`config.mk`:
```
export PLATFORM = sky130hd
export DESIGN_NAME = radio_top
export DESIGN_NICKNAME = d
export VERILOG_FILES = /design/src/radio_cfg_pkg.sv /design/src/radio_axil_pkg.sv /design/src/radio_axil_slave.sv /design/src/radio_ctrl_regs.sv /design/src/gpio_atr_bank.sv /design/src/radio_timekeeper.sv /design/src/radio_readback_mux.sv /design/src/radio_top.sv
export SDC_FILE = /design/constraint.sdc
export NUM_CORES = 1
export LEC_CHECK = 0
export BUFFER_PORTS_ARGS = -buffer_cell sky130_fd_sc_hd__buf_2
export CORE_AREA = 3 3 346 348
export CTS_CLUSTER_DIAMETER = 150
export DETAILED_ROUTE_END_ITERATION = 16
export DIE_AREA = 0 0 349 351
export PLACE_DENSITY = 0.49
export SKIP_CTS_REPAIR_TIMING = 1
export SLEW_MARGIN = 15
export SYNTH_ARGS = -nofsm -noshare
export SYNTH_HDL_FRONTEND = slang
export SYNTH_SLANG_ARGS = --single-unit
export TNS_END_PERCENT = 30
```
`constraint.sdc`:
```
create_clock -name radio_clk -period 2.8 [get_ports radio_clk]
set_input_delay 0.14 -clock radio_clk [delete_from_list [all_inputs] [get_ports radio_clk]]
set_output_delay 0.14 -clock radio_clk [all_outputs]
set_load 0.005 [all_outputs]
```
`src/radio_cfg_pkg.sv`:
```
package radio_cfg_pkg;

   ////////////////////////////////
   // Settings bus
   ////////////////////////////////
   localparam int SET_ADDR_W = 8;
   localparam int SET_DATA_W = 32;

   localparam logic [SET_ADDR_W-1:0] SR_TEST      = 8'd7;
   localparam logic [SET_ADDR_W-1:0] SR_MISC_OUTS = 8'd24;
   localparam logic [SET_ADDR_W-1:0] SR_RUN       = 8'd28;   // Bit 0 run_rx, bit 1 run_tx
   localparam logic [SET_ADDR_W-1:0] SR_TIME      = 8'd128;  // +0 high word, +1 low word and load

   ////////////////////////////////
   // GPIO banks
   ////////////////////////////////
   localparam int NUM_GPIO_BANKS = 3;
   localparam int GPIO_W         = 32;

   // Daughterboard, second daughterboard, front panel
   localparam logic [SET_ADDR_W-1:0] GPIO_BASES [NUM_GPIO_BANKS] = '{8'd16, 8'd116, 8'd200};

   // Offsets 0 to 3 follow the ATR state order
   localparam logic [SET_ADDR_W-1:0] GPIO_OFF_DDR = 8'd4;

   typedef enum logic [1:0] {
      ATR_IDLE = 2'd0,
      ATR_RX   = 2'd1,
      ATR_TX   = 2'd2,
      ATR_FDX  = 2'd3
   } atr_state_t;

   ////////////////////////////////
   // Status and readback
   ////////////////////////////////
   localparam int MISC_W   = 8;
   localparam int TIME_W   = 64;
   localparam int RB_W     = 64;
   localparam int RB_SEL_W = 3;
   localparam int RB_SLOTS = 5;

   localparam logic [RB_SEL_W-1:0] RB_SLOT_TEST    = 3'd0;
   localparam logic [RB_SEL_W-1:0] RB_SLOT_TIME    = 3'd1;
   localparam logic [RB_SEL_W-1:0] RB_SLOT_LASTPPS = 3'd2;
   localparam logic [RB_SEL_W-1:0] RB_SLOT_GPIO    = 3'd3;
   localparam logic [RB_SEL_W-1:0] RB_SLOT_CTRL    = 3'd4;

endpackage

```
`src/radio_axil_pkg.sv`:
```
package radio_axil_pkg;

   localparam int AXIL_ADDR_W = 10;
   localparam int AXIL_DATA_W = 32;

   typedef enum logic [1:0] {
      RESP_OKAY   = 2'b00,
      RESP_SLVERR = 2'b10
   } axil_resp_t;

   // Write channel, address and data taken together
   typedef enum logic {
      WR_IDLE,
      WR_RESP
   } wr_state_t;

   typedef enum logic {
      RD_IDLE,
      RD_DATA
   } rd_state_t;

endpackage

```
`src/radio_axil_slave.sv`:
```
module radio_axil_slave (
   input  logic                                     radio_clk,
   input  logic                                     i_arst_n,
   input  logic [radio_axil_pkg::AXIL_ADDR_W-1:0]   i_awaddr,
   input  logic                                     i_awvalid,
   output logic                                     o_awready,
   input  logic [radio_axil_pkg::AXIL_DATA_W-1:0]   i_wdata,
   input  logic                                     i_wvalid,
   output logic                                     o_wready,
   output logic [1:0]                               o_bresp,
   output logic                                     o_bvalid,
   input  logic                                     i_bready,
   input  logic [radio_axil_pkg::AXIL_ADDR_W-1:0]   i_araddr,
   input  logic                                     i_arvalid,
   output logic                                     o_arready,
   output logic [radio_axil_pkg::AXIL_DATA_W-1:0]   o_rdata,
   output logic [1:0]                               o_rresp,
   output logic                                     o_rvalid,
   input  logic                                     i_rready,
   output logic                                     o_set_stb,
   output logic [radio_cfg_pkg::SET_ADDR_W-1:0]     o_set_addr,
   output logic [radio_cfg_pkg::SET_DATA_W-1:0]     o_set_data,
   output logic [radio_cfg_pkg::RB_SEL_W-1:0]       o_rb_sel,
   input  logic [radio_cfg_pkg::RB_W-1:0]           i_rb_data
);

   radio_axil_pkg::wr_state_t wr_state;
   radio_axil_pkg::rd_state_t rd_state;
   logic                      wr_accept;
   logic                      rd_accept;

   ////////////////////////////////
   // Write channel
   ////////////////////////////////
   assign o_awready = (wr_state == radio_axil_pkg::WR_IDLE);
   assign o_wready  = (wr_state == radio_axil_pkg::WR_IDLE);
   assign o_bvalid  = (wr_state == radio_axil_pkg::WR_RESP);
   assign o_bresp   = radio_axil_pkg::RESP_OKAY;   // Settings writes never fail
   assign wr_accept = o_awready && i_awvalid && i_wvalid;

   always_ff @(posedge radio_clk or negedge i_arst_n) begin
      if (!i_arst_n) begin
         wr_state  <= radio_axil_pkg::WR_IDLE;
         o_set_stb <= 1'b0;
      end else begin
         o_set_stb <= wr_accept;   // One strobe per accepted write
         case (wr_state)
            radio_axil_pkg::WR_IDLE: if (wr_accept) wr_state <= radio_axil_pkg::WR_RESP;
            radio_axil_pkg::WR_RESP: if (i_bready) wr_state <= radio_axil_pkg::WR_IDLE;
            default: wr_state <= radio_axil_pkg::WR_IDLE;
         endcase
      end
   end

   // Byte address to word address
   always_ff @(posedge radio_clk) begin
      if (wr_accept) begin
         o_set_addr <= i_awaddr[radio_axil_pkg::AXIL_ADDR_W-1:2];
         o_set_data <= i_wdata;
      end
   end

   ////////////////////////////////
   // Read channel
   ////////////////////////////////
   assign o_arready = (rd_state == radio_axil_pkg::RD_IDLE);
   assign o_rvalid  = (rd_state == radio_axil_pkg::RD_DATA);
   assign rd_accept = o_arready && i_arvalid;
   assign o_rb_sel  = i_araddr[5:3];   // Slot goes straight to the mux

   always_ff @(posedge radio_clk or negedge i_arst_n) begin
      if (!i_arst_n) begin
         rd_state <= radio_axil_pkg::RD_IDLE;
      end else begin
         case (rd_state)
            radio_axil_pkg::RD_IDLE: if (rd_accept) rd_state <= radio_axil_pkg::RD_DATA;
            radio_axil_pkg::RD_DATA: if (i_rready) rd_state <= radio_axil_pkg::RD_IDLE;
            default: rd_state <= radio_axil_pkg::RD_IDLE;
         endcase
      end
   end

   // Data and response hold while rvalid waits on rready
   always_ff @(posedge radio_clk) begin
      if (rd_accept) begin
         o_rdata <= i_araddr[2] ? i_rb_data[radio_cfg_pkg::RB_W-1:radio_axil_pkg::AXIL_DATA_W]
                                : i_rb_data[radio_axil_pkg::AXIL_DATA_W-1:0];
         if (o_rb_sel >= radio_cfg_pkg::RB_SLOTS)
            o_rresp <= radio_axil_pkg::RESP_SLVERR;
         else
            o_rresp <= radio_axil_pkg::RESP_OKAY;
      end
   end

endmodule

```
`src/radio_ctrl_regs.sv`:
```
module radio_ctrl_regs (
   input  logic                                  radio_clk,
   input  logic                                  i_arst_n,
   input  logic                                  i_set_stb,
   input  logic [radio_cfg_pkg::SET_ADDR_W-1:0]  i_set_addr,
   input  logic [radio_cfg_pkg::SET_DATA_W-1:0]  i_set_data,
   output logic [radio_cfg_pkg::SET_DATA_W-1:0]  o_test,
   output logic [radio_cfg_pkg::MISC_W-1:0]      o_misc_outs,
   output logic                                  o_run_rx,
   output logic                                  o_run_tx
);

   logic wr_test;
   logic wr_misc;
   logic wr_run;

   assign wr_test = i_set_stb && (i_set_addr == radio_cfg_pkg::SR_TEST);
   assign wr_misc = i_set_stb && (i_set_addr == radio_cfg_pkg::SR_MISC_OUTS);
   assign wr_run  = i_set_stb && (i_set_addr == radio_cfg_pkg::SR_RUN);

   always_ff @(posedge radio_clk or negedge i_arst_n) begin
      if (!i_arst_n) begin
         o_test      <= '0;
         o_misc_outs <= '0;
         o_run_rx    <= 1'b0;
         o_run_tx    <= 1'b0;
      end else begin
         if (wr_test) o_test <= i_set_data;   // Scratch word for bus checks
         if (wr_misc) o_misc_outs <= i_set_data[radio_cfg_pkg::MISC_W-1:0];
         // Stand-in for the TX and RX controllers
         if (wr_run) begin
            o_run_rx <= i_set_data[0];
            o_run_tx <= i_set_data[1];
         end
      end
   end

endmodule

```
`src/gpio_atr_bank.sv`:
```
module gpio_atr_bank #(
   parameter logic [radio_cfg_pkg::SET_ADDR_W-1:0] BASE = 8'd16
) (
   input  logic                                  radio_clk,
   input  logic                                  i_arst_n,
   input  logic                                  i_set_stb,
   input  logic [radio_cfg_pkg::SET_ADDR_W-1:0]  i_set_addr,
   input  logic [radio_cfg_pkg::SET_DATA_W-1:0]  i_set_data,
   input  logic                                  i_run_rx,
   input  logic                                  i_run_tx,
   input  logic [radio_cfg_pkg::GPIO_W-1:0]      i_gpio_in,
   output logic [radio_cfg_pkg::GPIO_W-1:0]      o_gpio_out,
   output logic [radio_cfg_pkg::GPIO_W-1:0]      o_gpio_oe,
   output logic [radio_cfg_pkg::GPIO_W-1:0]      o_gpio_rb
);

   logic [radio_cfg_pkg::GPIO_W-1:0]     atr_word [4];   // Indexed by ATR state
   logic [radio_cfg_pkg::GPIO_W-1:0]     ddr;
   logic [radio_cfg_pkg::SET_ADDR_W-1:0] offset;
   radio_cfg_pkg::atr_state_t            atr_state;

   assign offset    = i_set_addr - BASE;   // Wraps out of range below BASE
   assign atr_state = radio_cfg_pkg::atr_state_t'({i_run_tx, i_run_rx});

   always_ff @(posedge radio_clk or negedge i_arst_n) begin
      if (!i_arst_n) begin
         for (int i = 0; i < 4; i++) begin
            atr_word[i] <= '0;
         end
         ddr <= '0;
      end else if (i_set_stb) begin
         if (offset < radio_cfg_pkg::GPIO_OFF_DDR)
            atr_word[offset[1:0]] <= i_set_data;
         else if (offset == radio_cfg_pkg::GPIO_OFF_DDR)
            ddr <= i_set_data;
      end
   end

   ////////////////////////////////
   // Pin side
   ////////////////////////////////
   always_ff @(posedge radio_clk or negedge i_arst_n) begin
      if (!i_arst_n) begin
         o_gpio_out <= '0;
         o_gpio_oe  <= '0;   // All pins start as inputs
      end else begin
         o_gpio_out <= atr_word[atr_state];
         o_gpio_oe  <= ddr;
      end
   end

   // Input capture for readback
   always_ff @(posedge radio_clk) begin
      o_gpio_rb <= i_gpio_in;
   end

endmodule

```
`src/radio_timekeeper.sv`:
```
module radio_timekeeper (
   input  logic                                  radio_clk,
   input  logic                                  i_arst_n,
   input  logic                                  i_set_stb,
   input  logic [radio_cfg_pkg::SET_ADDR_W-1:0]  i_set_addr,
   input  logic [radio_cfg_pkg::SET_DATA_W-1:0]  i_set_data,
   input  logic                                  i_pps,
   output logic [radio_cfg_pkg::TIME_W-1:0]      o_time,
   output logic [radio_cfg_pkg::TIME_W-1:0]      o_time_lastpps
);

   logic [radio_cfg_pkg::SET_DATA_W-1:0] time_hi_pend;
   logic [1:0]                           pps_sync;
   logic                                 pps_dly;
   logic                                 pps_rise;
   logic                                 wr_hi;
   logic                                 wr_lo;

   assign wr_hi    = i_set_stb && (i_set_addr == radio_cfg_pkg::SR_TIME);
   assign wr_lo    = i_set_stb && (i_set_addr == radio_cfg_pkg::SR_TIME + 8'd1);
   assign pps_rise = pps_sync[1] && !pps_dly;

   always_ff @(posedge radio_clk or negedge i_arst_n) begin
      if (!i_arst_n) begin
         time_hi_pend   <= '0;
         o_time         <= '0;
         o_time_lastpps <= '0;
         pps_sync       <= 2'b00;
         pps_dly        <= 1'b0;
      end else begin
         pps_sync <= {pps_sync[0], i_pps};   // PPS is asynchronous
         pps_dly  <= pps_sync[1];

         if (wr_hi) time_hi_pend <= i_set_data;

         // Low word write loads all 64 bits at once
         if (wr_lo)
            o_time <= {time_hi_pend, i_set_data};
         else
            o_time <= o_time + 1'b1;

         if (pps_rise) o_time_lastpps <= o_time;
      end
   end

endmodule

```
`src/radio_readback_mux.sv`:
```
module radio_readback_mux (
   input  logic [radio_cfg_pkg::RB_SEL_W-1:0]                          i_rb_sel,
   input  logic [radio_cfg_pkg::SET_DATA_W-1:0]                        i_test,
   input  logic [radio_cfg_pkg::TIME_W-1:0]                            i_time,
   input  logic [radio_cfg_pkg::TIME_W-1:0]                            i_time_lastpps,
   input  logic [radio_cfg_pkg::NUM_GPIO_BANKS*radio_cfg_pkg::GPIO_W-1:0] i_gpio_rb,
   input  logic [radio_cfg_pkg::MISC_W-1:0]                            i_misc_outs,
   input  logic                                                        i_run_rx,
   input  logic                                                        i_run_tx,
   output logic [radio_cfg_pkg::RB_W-1:0]                              o_rb_data
);

   localparam int GW = radio_cfg_pkg::GPIO_W;

   always_comb begin
      case (i_rb_sel)
         radio_cfg_pkg::RB_SLOT_TEST:    o_rb_data = {i_gpio_rb[GW-1:0], i_test};
         radio_cfg_pkg::RB_SLOT_TIME:    o_rb_data = i_time;
         radio_cfg_pkg::RB_SLOT_LASTPPS: o_rb_data = i_time_lastpps;
         radio_cfg_pkg::RB_SLOT_GPIO:    o_rb_data = {i_gpio_rb[3*GW-1:2*GW],
                                                      i_gpio_rb[2*GW-1:GW]};
         radio_cfg_pkg::RB_SLOT_CTRL: begin
            o_rb_data = '0;
            o_rb_data[radio_cfg_pkg::MISC_W+1:0] = {i_misc_outs, i_run_tx, i_run_rx};
         end
         default:                        o_rb_data = '0;   // Unmapped slots
      endcase
   end

endmodule

```
`src/radio_top.sv`:
```
module radio_top (
   input  logic                                                        radio_clk,
   input  logic                                                        i_arst_n,
   input  logic [radio_axil_pkg::AXIL_ADDR_W-1:0]                      i_awaddr,
   input  logic                                                        i_awvalid,
   output logic                                                        o_awready,
   input  logic [radio_axil_pkg::AXIL_DATA_W-1:0]                      i_wdata,
   input  logic                                                        i_wvalid,
   output logic                                                        o_wready,
   output logic [1:0]                                                  o_bresp,
   output logic                                                        o_bvalid,
   input  logic                                                        i_bready,
   input  logic [radio_axil_pkg::AXIL_ADDR_W-1:0]                      i_araddr,
   input  logic                                                        i_arvalid,
   output logic                                                        o_arready,
   output logic [radio_axil_pkg::AXIL_DATA_W-1:0]                      o_rdata,
   output logic [1:0]                                                  o_rresp,
   output logic                                                        o_rvalid,
   input  logic                                                        i_rready,
   input  logic                                                        i_pps,
   input  logic [radio_cfg_pkg::NUM_GPIO_BANKS*radio_cfg_pkg::GPIO_W-1:0] i_gpio_in,
   output logic [radio_cfg_pkg::NUM_GPIO_BANKS*radio_cfg_pkg::GPIO_W-1:0] o_gpio_out,
   output logic [radio_cfg_pkg::NUM_GPIO_BANKS*radio_cfg_pkg::GPIO_W-1:0] o_gpio_oe,
   output logic [radio_cfg_pkg::MISC_W-1:0]                            o_misc_outs
);

   localparam int GW = radio_cfg_pkg::GPIO_W;

   logic                                          set_stb;
   logic [radio_cfg_pkg::SET_ADDR_W-1:0]          set_addr;
   logic [radio_cfg_pkg::SET_DATA_W-1:0]          set_data;
   logic [radio_cfg_pkg::RB_SEL_W-1:0]            rb_sel;
   logic [radio_cfg_pkg::RB_W-1:0]                rb_data;
   logic [radio_cfg_pkg::SET_DATA_W-1:0]          test_rb;
   logic [radio_cfg_pkg::TIME_W-1:0]              radio_time;
   logic [radio_cfg_pkg::TIME_W-1:0]              time_lastpps;
   logic [radio_cfg_pkg::NUM_GPIO_BANKS*GW-1:0]   gpio_rb;
   logic                                          run_rx;
   logic                                          run_tx;

   ////////////////////////////////
   // Control port and settings
   ////////////////////////////////
   radio_axil_slave u_axil_slave (
      .radio_clk  (radio_clk),  .i_arst_n  (i_arst_n),
      .i_awaddr   (i_awaddr),   .i_awvalid (i_awvalid), .o_awready (o_awready),
      .i_wdata    (i_wdata),    .i_wvalid  (i_wvalid),  .o_wready  (o_wready),
      .o_bresp    (o_bresp),    .o_bvalid  (o_bvalid),  .i_bready  (i_bready),
      .i_araddr   (i_araddr),   .i_arvalid (i_arvalid), .o_arready (o_arready),
      .o_rdata    (o_rdata),    .o_rresp   (o_rresp),   .o_rvalid  (o_rvalid),
      .i_rready   (i_rready),
      .o_set_stb  (set_stb),    .o_set_addr (set_addr), .o_set_data (set_data),
      .o_rb_sel   (rb_sel),     .i_rb_data  (rb_data)
   );

   radio_ctrl_regs u_ctrl_regs (
      .radio_clk   (radio_clk),   .i_arst_n   (i_arst_n),
      .i_set_stb   (set_stb),     .i_set_addr (set_addr), .i_set_data (set_data),
      .o_test      (test_rb),     .o_misc_outs (o_misc_outs),
      .o_run_rx    (run_rx),      .o_run_tx    (run_tx)
   );

   radio_timekeeper u_timekeeper (
      .radio_clk   (radio_clk),   .i_arst_n   (i_arst_n),
      .i_set_stb   (set_stb),     .i_set_addr (set_addr), .i_set_data (set_data),
      .i_pps       (i_pps),
      .o_time      (radio_time),  .o_time_lastpps (time_lastpps)
   );

   ////////////////////////////////
   // GPIO ATR banks
   ////////////////////////////////
   for (genvar g = 0; g < radio_cfg_pkg::NUM_GPIO_BANKS; g++) begin : g_gpio_bank
      gpio_atr_bank #(
         .BASE (radio_cfg_pkg::GPIO_BASES[g])
      ) u_bank (
         .radio_clk  (radio_clk),  .i_arst_n   (i_arst_n),
         .i_set_stb  (set_stb),    .i_set_addr (set_addr), .i_set_data (set_data),
         .i_run_rx   (run_rx),     .i_run_tx   (run_tx),
         .i_gpio_in  (i_gpio_in[g*GW +: GW]),
         .o_gpio_out (o_gpio_out[g*GW +: GW]),
         .o_gpio_oe  (o_gpio_oe[g*GW +: GW]),
         .o_gpio_rb  (gpio_rb[g*GW +: GW])
      );
   end

   radio_readback_mux u_rb_mux (
      .i_rb_sel       (rb_sel),
      .i_test         (test_rb),
      .i_time         (radio_time),
      .i_time_lastpps (time_lastpps),
      .i_gpio_rb      (gpio_rb),
      .i_misc_outs    (o_misc_outs),
      .i_run_rx       (run_rx),
      .i_run_tx       (run_tx),
      .o_rb_data      (rb_data)
   );

endmodule

```
==> results.sh, run 1 <==
export IMPL_coreArea_um2=117000
export IMPL_min_path_type="primary input to async pin"
export IMPL_synth_largest_area_cell="dfrtp_1"
export IMPL_cts_made_buffers=113
export IMPL_wl_per_cell_um=23.1
export IMPL_synthFlopType="dfrtp_1"
export IMPL_cts_sinks=1049
export IMPL_dieArea_um2=122000
export IMPL_register_area_um2=26100
export IMPL_synth_most_common_cell="dfrtp_1"
export IMPL_power_density_nw_per_um2=658
export IMPL_drc=0
export IMPL_n_fill_cell=10500
export IMPL_setup_violations=0
export IMPL_gp_congestion=0.808
export IMPL_yosys_top_cells_area="dfrtp_1, mux2_2, mux4_2"
export IMPL_clk_pin_slew_ns=0.06
export IMPL_cts_tree="built"
export IMPL_finClkSkew_ns=0.0163
export IMPL_routed_wl_um=113000
export IMPL_floorplan_initialDensity=0.350
export IMPL_sw_frac_of_total=0.231
export IMPL_crit_cells=9
export IMPL_path_buf_inv=2
export IMPL_maxCapViolCount=0
export IMPL_period_share=0.916
export IMPL_crit_chain="buf_4 > ha_1 > a21oi_1 > nand2_1 > a2bb2oi_1 > nor2_2 > and4_2 > buf_12 > mux2_2"
export IMPL_cts_root_buf="clkbuf_16"
export IMPL_crit_type="flop to flop"
export IMPL_p_leak_nw=24.3
export IMPL_fp_dieH_um=351
export IMPL_ys_async_sr_fraction=0.839
export IMPL_p_int_mw=25.4
export IMPL_p_seq_frac=0.496
export IMPL_die_w_um=349
export IMPL_grt_remaining_overflow=0
export IMPL_ir_drop_mv=0.456
export IMPL_vias=24200
export IMPL_p_switching_mw=7.62
export IMPL_final_area_um2=50200
export IMPL_via_per_inst=4.96
export IMPL_multiInputGateArea_um2=13800
export IMPL_maxSlewViolCount=0
export IMPL_antenna_found_initial=10
export IMPL_placed_area_um2=45000
export IMPL_post_dp_hpwl_um=72200
export IMPL_yosysTopAreaCellShare=0.539
export IMPL_rows=125
export IMPL_cts_max_level=3
export IMPL_drt_iter0_drc=1404
export IMPL_cp_required_ns=3.35
export IMPL_clkPwrFrac=0.447
export IMPL_fin_setup_tns_ns=0
export IMPL_first_pass_iters=5
export IMPL_io_pins=397
export IMPL_grt_pass1_vias=25900
export IMPL_worstMarginPinSlew_ns=1.10
export IMPL_ys_seq_area_frac=0.640
export IMPL_grtUsageTotal=0.182
export IMPL_syn_cell_area_um2=40800
export IMPL_grt_setup_unrepaired="false"
export IMPL_grt_max_degree=105
export IMPL_cp_arrival_ns=3.12
export IMPL_outcome="finished, final reports clean"
export IMPL_yosysUniqueCellTypes=55
export IMPL_synth_edf_count=73
export IMPL_critPathMaxFanout=32
export IMPL_critPathSlowestCell="edfxtp_1"
export IMPL_crit_family="simple AND/OR/NAND/NOR gates"
export IMPL_period_minus_slack_ns=2.57
export IMPL_slew_headroom=0.266
export IMPL_synth_cells=2697
export IMPL_worst_setup_path_start_kind="flop"
export IMPL_port_buffers=385
export IMPL_crit_path_end_kind="flop"
export IMPL_pwr_share_comb=0.057
export IMPL_clockBufferDepth=3
export IMPL_yosysWarnings=0
export IMPL_r2r_start="u_axil_slave.o_set_addr[4]"
export IMPL_ys_top_cells_by_count="dfrtp_1, mux2_2, a21oi_1"
export IMPL_max_freq_mhz=390
export IMPL_max_stage_delay_ns=0.47
export IMPL_reg2regPathDepth=9
export IMPL_clk_latency_ns=0.68
export IMPL_grt_pass1_wl_um=168000
export IMPL_ant_nets=0
export IMPL_finalHoldViolations=0
export IMPL_synth_ff_latch_count=1049
export IMPL_nets=3419
export IMPL_critPathLaunch="u_axil_slave.o_set_addr[4]"
export IMPL_drive_gt1_frac=0.434
export IMPL_area_growth_pct=22.9
export IMPL_syn_avg_cell_area_um2=15.1
-- routing by layer --
| layer | GRT usage | vias to the layer above | wire [um] |
|---|---|---|---|
| li1 | - | 10800 | - |
| met4 | 0.0441 | 0 | 2370 |
| met3 | 0.0339 | 156 | 5240 |
| met5 | 0 | - | 0 |
| met2 | 0.297 | 548 | 53300 |
| met1 | 0.252 | 12700 | 51600 |
-- power by group through the flow --
| stage | clock network [mW] | registers (mW) | logic [mW] |
|---|---|---|---|
| 6_report | 14.8 | 16.4 | 1.89 |
| 5_1_grt | 15.8 | 16.4 | 2.09 |
| 4_1_cts | 15.2 | 16.4 | 1.77 |
| 3_5_place_dp | 0 | 16.7 | 1.76 |
| 3_3_place_gp | 0 | 16.6 | 1.72 |
| 2_1_floorplan | 0 | 16.4 | 0.950 |
-- cell usage in the layout (no fill, tap or decap), types with 5 or more instances in the layout --
master,n
dlygate4sd3_1,142
buf_4,71
nand2_2,5
mux4_2,115
clkbuf_16,118
ha_1,16
nor2_1,130
clkbuf_8,24
nor2b_1,11
clkinvlp_4,7
edfxtp_1,73
nand3_1,23
and3_1,11
dfrtp_1,878
o21a_1,19
mux2_2,632
or2_2,5
nor4_1,14
clkinv_1,8
a21oi_1,140
and2_1,5
dfxtp_1,96
nand4_1,19
mux2i_1,18
clkbuf_1,18
nand2_1,72
clkinv_2,29
xor2_1,14
a221oi_1,13
o21ai_0,36
inv_1,20
buf_2,382
buf_12,30
xnor2_1,50
nor3_1,22
a22oi_1,13
-- area by class of cell --
type / count / area share
Antenna cell: 4 / 0.000199
Clock buffer: 160 / 0.0668
Clock inverter: 55 / 0.00768
Inverter: 21 / 0.00157
Multi-Input combinational cell: 1436 / 0.276
Sequential cell: 1049 / 0.521
Tap cell: 1524 / 0.0380
Timing Repair Buffer: 626 / 0.0893
-- state kept, by name (all words and copies together), names as in the netlist --
register	count
u_timekeeper.pps_sync	2
u_ctrl_regs.o_test	32
g_gpio_bank.u_bank.o_gpio_out	96
u_ctrl_regs.o_misc_outs	8
g_gpio_bank.u_bank.atr_word	384
u_ctrl_regs.o_run_tx	1
u_axil_slave.o_set_data	32
g_gpio_bank.u_bank.ddr	96
u_timekeeper.o_time	64
g_gpio_bank.u_bank.o_gpio_oe	96
u_axil_slave.o_rvalid	1
u_axil_slave.o_bvalid	1
g_gpio_bank.u_bank.o_gpio_rb	96
u_axil_slave.o_set_stb	1
u_timekeeper.time_hi_pend	32
u_axil_slave.o_rdata	32
u_timekeeper.pps_dly	1
u_axil_slave.o_set_addr	8
u_axil_slave.o_rresp	1
u_ctrl_regs.o_run_rx	1
u_timekeeper.o_time_lastpps	64
-- through the flow --
stage                     setup WS [ns]  std cells  total power, mW  utilization  hold slack (ns)
final                             0.234       4875             33.0        0.431           0.0284
after global routing             0.0687       4872             34.4        0.431           0.0466
after global placement            0.194       4514             18.3        0.386            0.140
after CTS                         0.118       4729             33.4        0.418           -0.599
after detailed placement          0.157       4514             18.4        0.386            0.150
after floorplan                   0.412       2699             17.3            -           -0.156
-- worst paths after layout --
| path | end | slack, ns |
|---|---|---|
| max in group asynchronous | u_ctrl_regs.o_run_rx | 1.71 |
| worst max-delay path | g_gpio_bank[1].u_bank.atr_word[20] | 0.23 |
| worst max register to register | g_gpio_bank[1].u_bank.atr_word[20] | 0.23 |
| min in group radio_clk | u_axil_slave.o_rdata[0] | 0.06 |
| worst min-delay path | u_timekeeper.o_time_lastpps[59] | 0.03 |
| worst min register to register | u_timekeeper.pps_sync[1] | 0.35 |
-- cell families (layout without fill, tap and decap cells) --
| family | after synthesis | after routing | share of synthesized area |
|---|---|---|---|
| DFF | 1049 | 1049 | 0.640 |
| muxes | 768 | 768 | 0.243 |
| and+or+nand+nor | 341 | 341 | 0.0401 |
| AOI/OAI and AO/OA | 244 | 244 | 0.0351 |
| buffers and inverters | 214 | 862 | 0.0230 |
| xor gates and xnor gates | 64 | 64 | 0.0137 |
| adders and majority gates | 16 | 16 | 0.00490 |
| other | 1 | 7 | 0.0000918 |
(Power assumes the default switching activity.)
==> run 2, diff against run 1 <==
==> constraint.sdc (replaced) <==
create_clock -name radio_clk -period 2.8 [get_ports radio_clk]
set_input_delay 0.28 -clock radio_clk [delete_from_list [all_inputs] [get_ports radio_clk]]
set_output_delay 0.28 -clock radio_clk [all_outputs]
set_load 0.005 [all_outputs]
==> results.sh, run 2 (synthesis results as in run 1) <==
export IMPL_final_area_um2=50500
export IMPL_routed_wl_um=113000
export IMPL_antenna_found_initial=6
export IMPL_maxCapViolCount=0
export IMPL_setup_violations=0
export IMPL_rrSetupSlack_ns=0.18
export IMPL_p_leak_nw=24.4
export IMPL_fin_cells=4886
export IMPL_coreArea_um2=117000
export IMPL_clkPwrFrac=0.460
export IMPL_nets=3427
export IMPL_grt_max_degree=111
export IMPL_cts_root_buf="clkbuf_16"
export IMPL_fin_setup_tns_ns=0
export IMPL_dieArea_um2=122000
export IMPL_floorplan_initialDensity=0.350
export IMPL_p_switching_mw=7.76
export IMPL_crit_path_end_kind="flop"
export IMPL_cp_arrival_ns=3.18
export IMPL_worstMarginPinSlew_ns=1.11
export IMPL_area_growth_pct=23.6
export IMPL_die_w_um=349
export IMPL_cp_required_ns=3.36
export IMPL_worst_setup_path_start_kind="flop"
export IMPL_grtUsageTotal=0.183
export IMPL_grt_remaining_overflow=0
export IMPL_largest_reg_flops=384
export IMPL_grt_pass1_vias=26300
export IMPL_min_path_type="primary input to async pin"
export IMPL_clk_pin_slew_ns=0.06
export IMPL_cts_made_buffers=115
export IMPL_first_pass_iters=5
export IMPL_io_pins=397
export IMPL_final_common_cell="dfrtp_1"
export IMPL_critPathMaxFanout=32
export IMPL_grt_pass1_wl_um=169000
export IMPL_ir_drop_mv=0.450
export IMPL_reg2regPathDepth=7
export IMPL_largest_register="g_gpio_bank.u_bank.atr_word"
export IMPL_whs_ns=0.176
export IMPL_crit_type="flop to flop"
export IMPL_post_dp_hpwl_um=73100
export IMPL_pwr_share_comb=0.057
export IMPL_mostFrequentLayoutCells="dfrtp_1, mux2_2, buf_2"
export IMPL_cts_tree="built"
export IMPL_dp_cells=4522
export IMPL_via_per_inst=4.98
export IMPL_finClkSkew_ns=0.0269
export IMPL_grt_setup_unrepaired="false"
export IMPL_outcome="finished, final reports clean"
export IMPL_r2r_start="u_axil_slave.o_set_addr[4]"
export IMPL_p_seq_frac=0.483
export IMPL_vias=24300
export IMPL_max_freq_mhz=381
export IMPL_drive_gt1_frac=0.437
export IMPL_r2r_end="g_gpio_bank[0].u_bank.atr_word[58]"
export IMPL_ant_nets=0
export IMPL_clk_latency_ns=0.70
export IMPL_drt_iter0_drc=1436
export IMPL_p_total_mw=33.9
export IMPL_period_minus_slack_ns=2.62
export IMPL_gp_congestion=0.831
export IMPL_fin_ws_ns=0.175
export IMPL_finalHoldViolations=0
export IMPL_wl_per_cell_um=23.2
export IMPL_rows=125
export IMPL_p_int_mw=26.1
export IMPL_final_core_util=0.433
export IMPL_fp_dieH_um=351
export IMPL_cts_max_level=3
export IMPL_drc=0
export IMPL_period_share=0.937
export IMPL_sw_frac_of_total=0.229
export IMPL_cts_sinks=1049
export IMPL_placed_area_um2=45100
export IMPL_power_density_nw_per_um2=671
export IMPL_dp_slack_ns=0.134
export IMPL_clockBufferDepth=3
export IMPL_slew_headroom=0.259
export IMPL_port_buffers=385
export IMPL_maxSlewViolCount=0
## run 2: cell types whose count changed in the layout (fill, tap and decap cells not counted), moves of 3 or more
cell       before  now
clkinv_1        8    3
clkinv_2       29   25
bufinv_16       3    9
clkbuf_8       24   27
buf_4          71   79
## run 2: per-layer routing
metal,GRT usage,part of all wire
met4,0.0492,0.024
met2,0.298,0.47
met5,0,0
met1,0.251,0.45
met3,0.0375,0.052
## run 2: final cells by class
class | instances | area [um^2]
diodes | 6 | 15.0
clock buffers | 164 | 3400
clock inverters | 54 | 571
fillers | 10400 | 66100
inverters | 21 | 78.8
multi-input cells | 1436 | 13800
flip-flops and latches | 1049 | 26100
well taps | 1524 | 1910
repair buffers | 632 | 4520
## run 2: worst max-delay path by stage
stage / start / slack (ns) / depth (start not counted) / endpoint
2_1_floorplan: u_axil_slave.o_set_addr[3] / 0.41 / 10 / g_gpio_bank[1].u_bank.atr_word[10]
3_3_place_gp: u_axil_slave.o_set_addr[4] / 0.19 / 9 / g_gpio_bank[1].u_bank.atr_word[30]
3_5_place_dp: u_axil_slave.o_set_addr[4] / 0.13 / 7 / g_gpio_bank[0].u_bank.atr_word[58]
4_1_cts: u_axil_slave.o_set_addr[4] / 0.1 / 7 / g_gpio_bank[0].u_bank.atr_word[58]
5_1_grt: u_axil_slave.o_set_addr[5] / 0.02 / 9 / g_gpio_bank[2].u_bank.atr_word[119]
6_report: u_axil_slave.o_set_addr[4] / 0.18 / 7 / g_gpio_bank[0].u_bank.atr_word[58]
## run 2: power by group through the flow
stage               Combinational, mW  Sequential, mW  Clock, mW
CTS                              1.82            16.4       16.1
global route                     2.14            16.4       16.7
finish                           1.93            16.4       15.6
floorplan                       0.950            16.4          0
global placement                 1.76            16.6          0
detailed placement               1.81            16.6          0
## run 2: worst max-delay path: stages (launching register included)
cell       delay, ns
edfxtp_1        0.45
inv_1           0.13
ha_1            0.27
o31ai_2         0.38
o2111ai_4       0.28
nor3b_4         0.29
buf_12          0.28
mux2_2          0.38
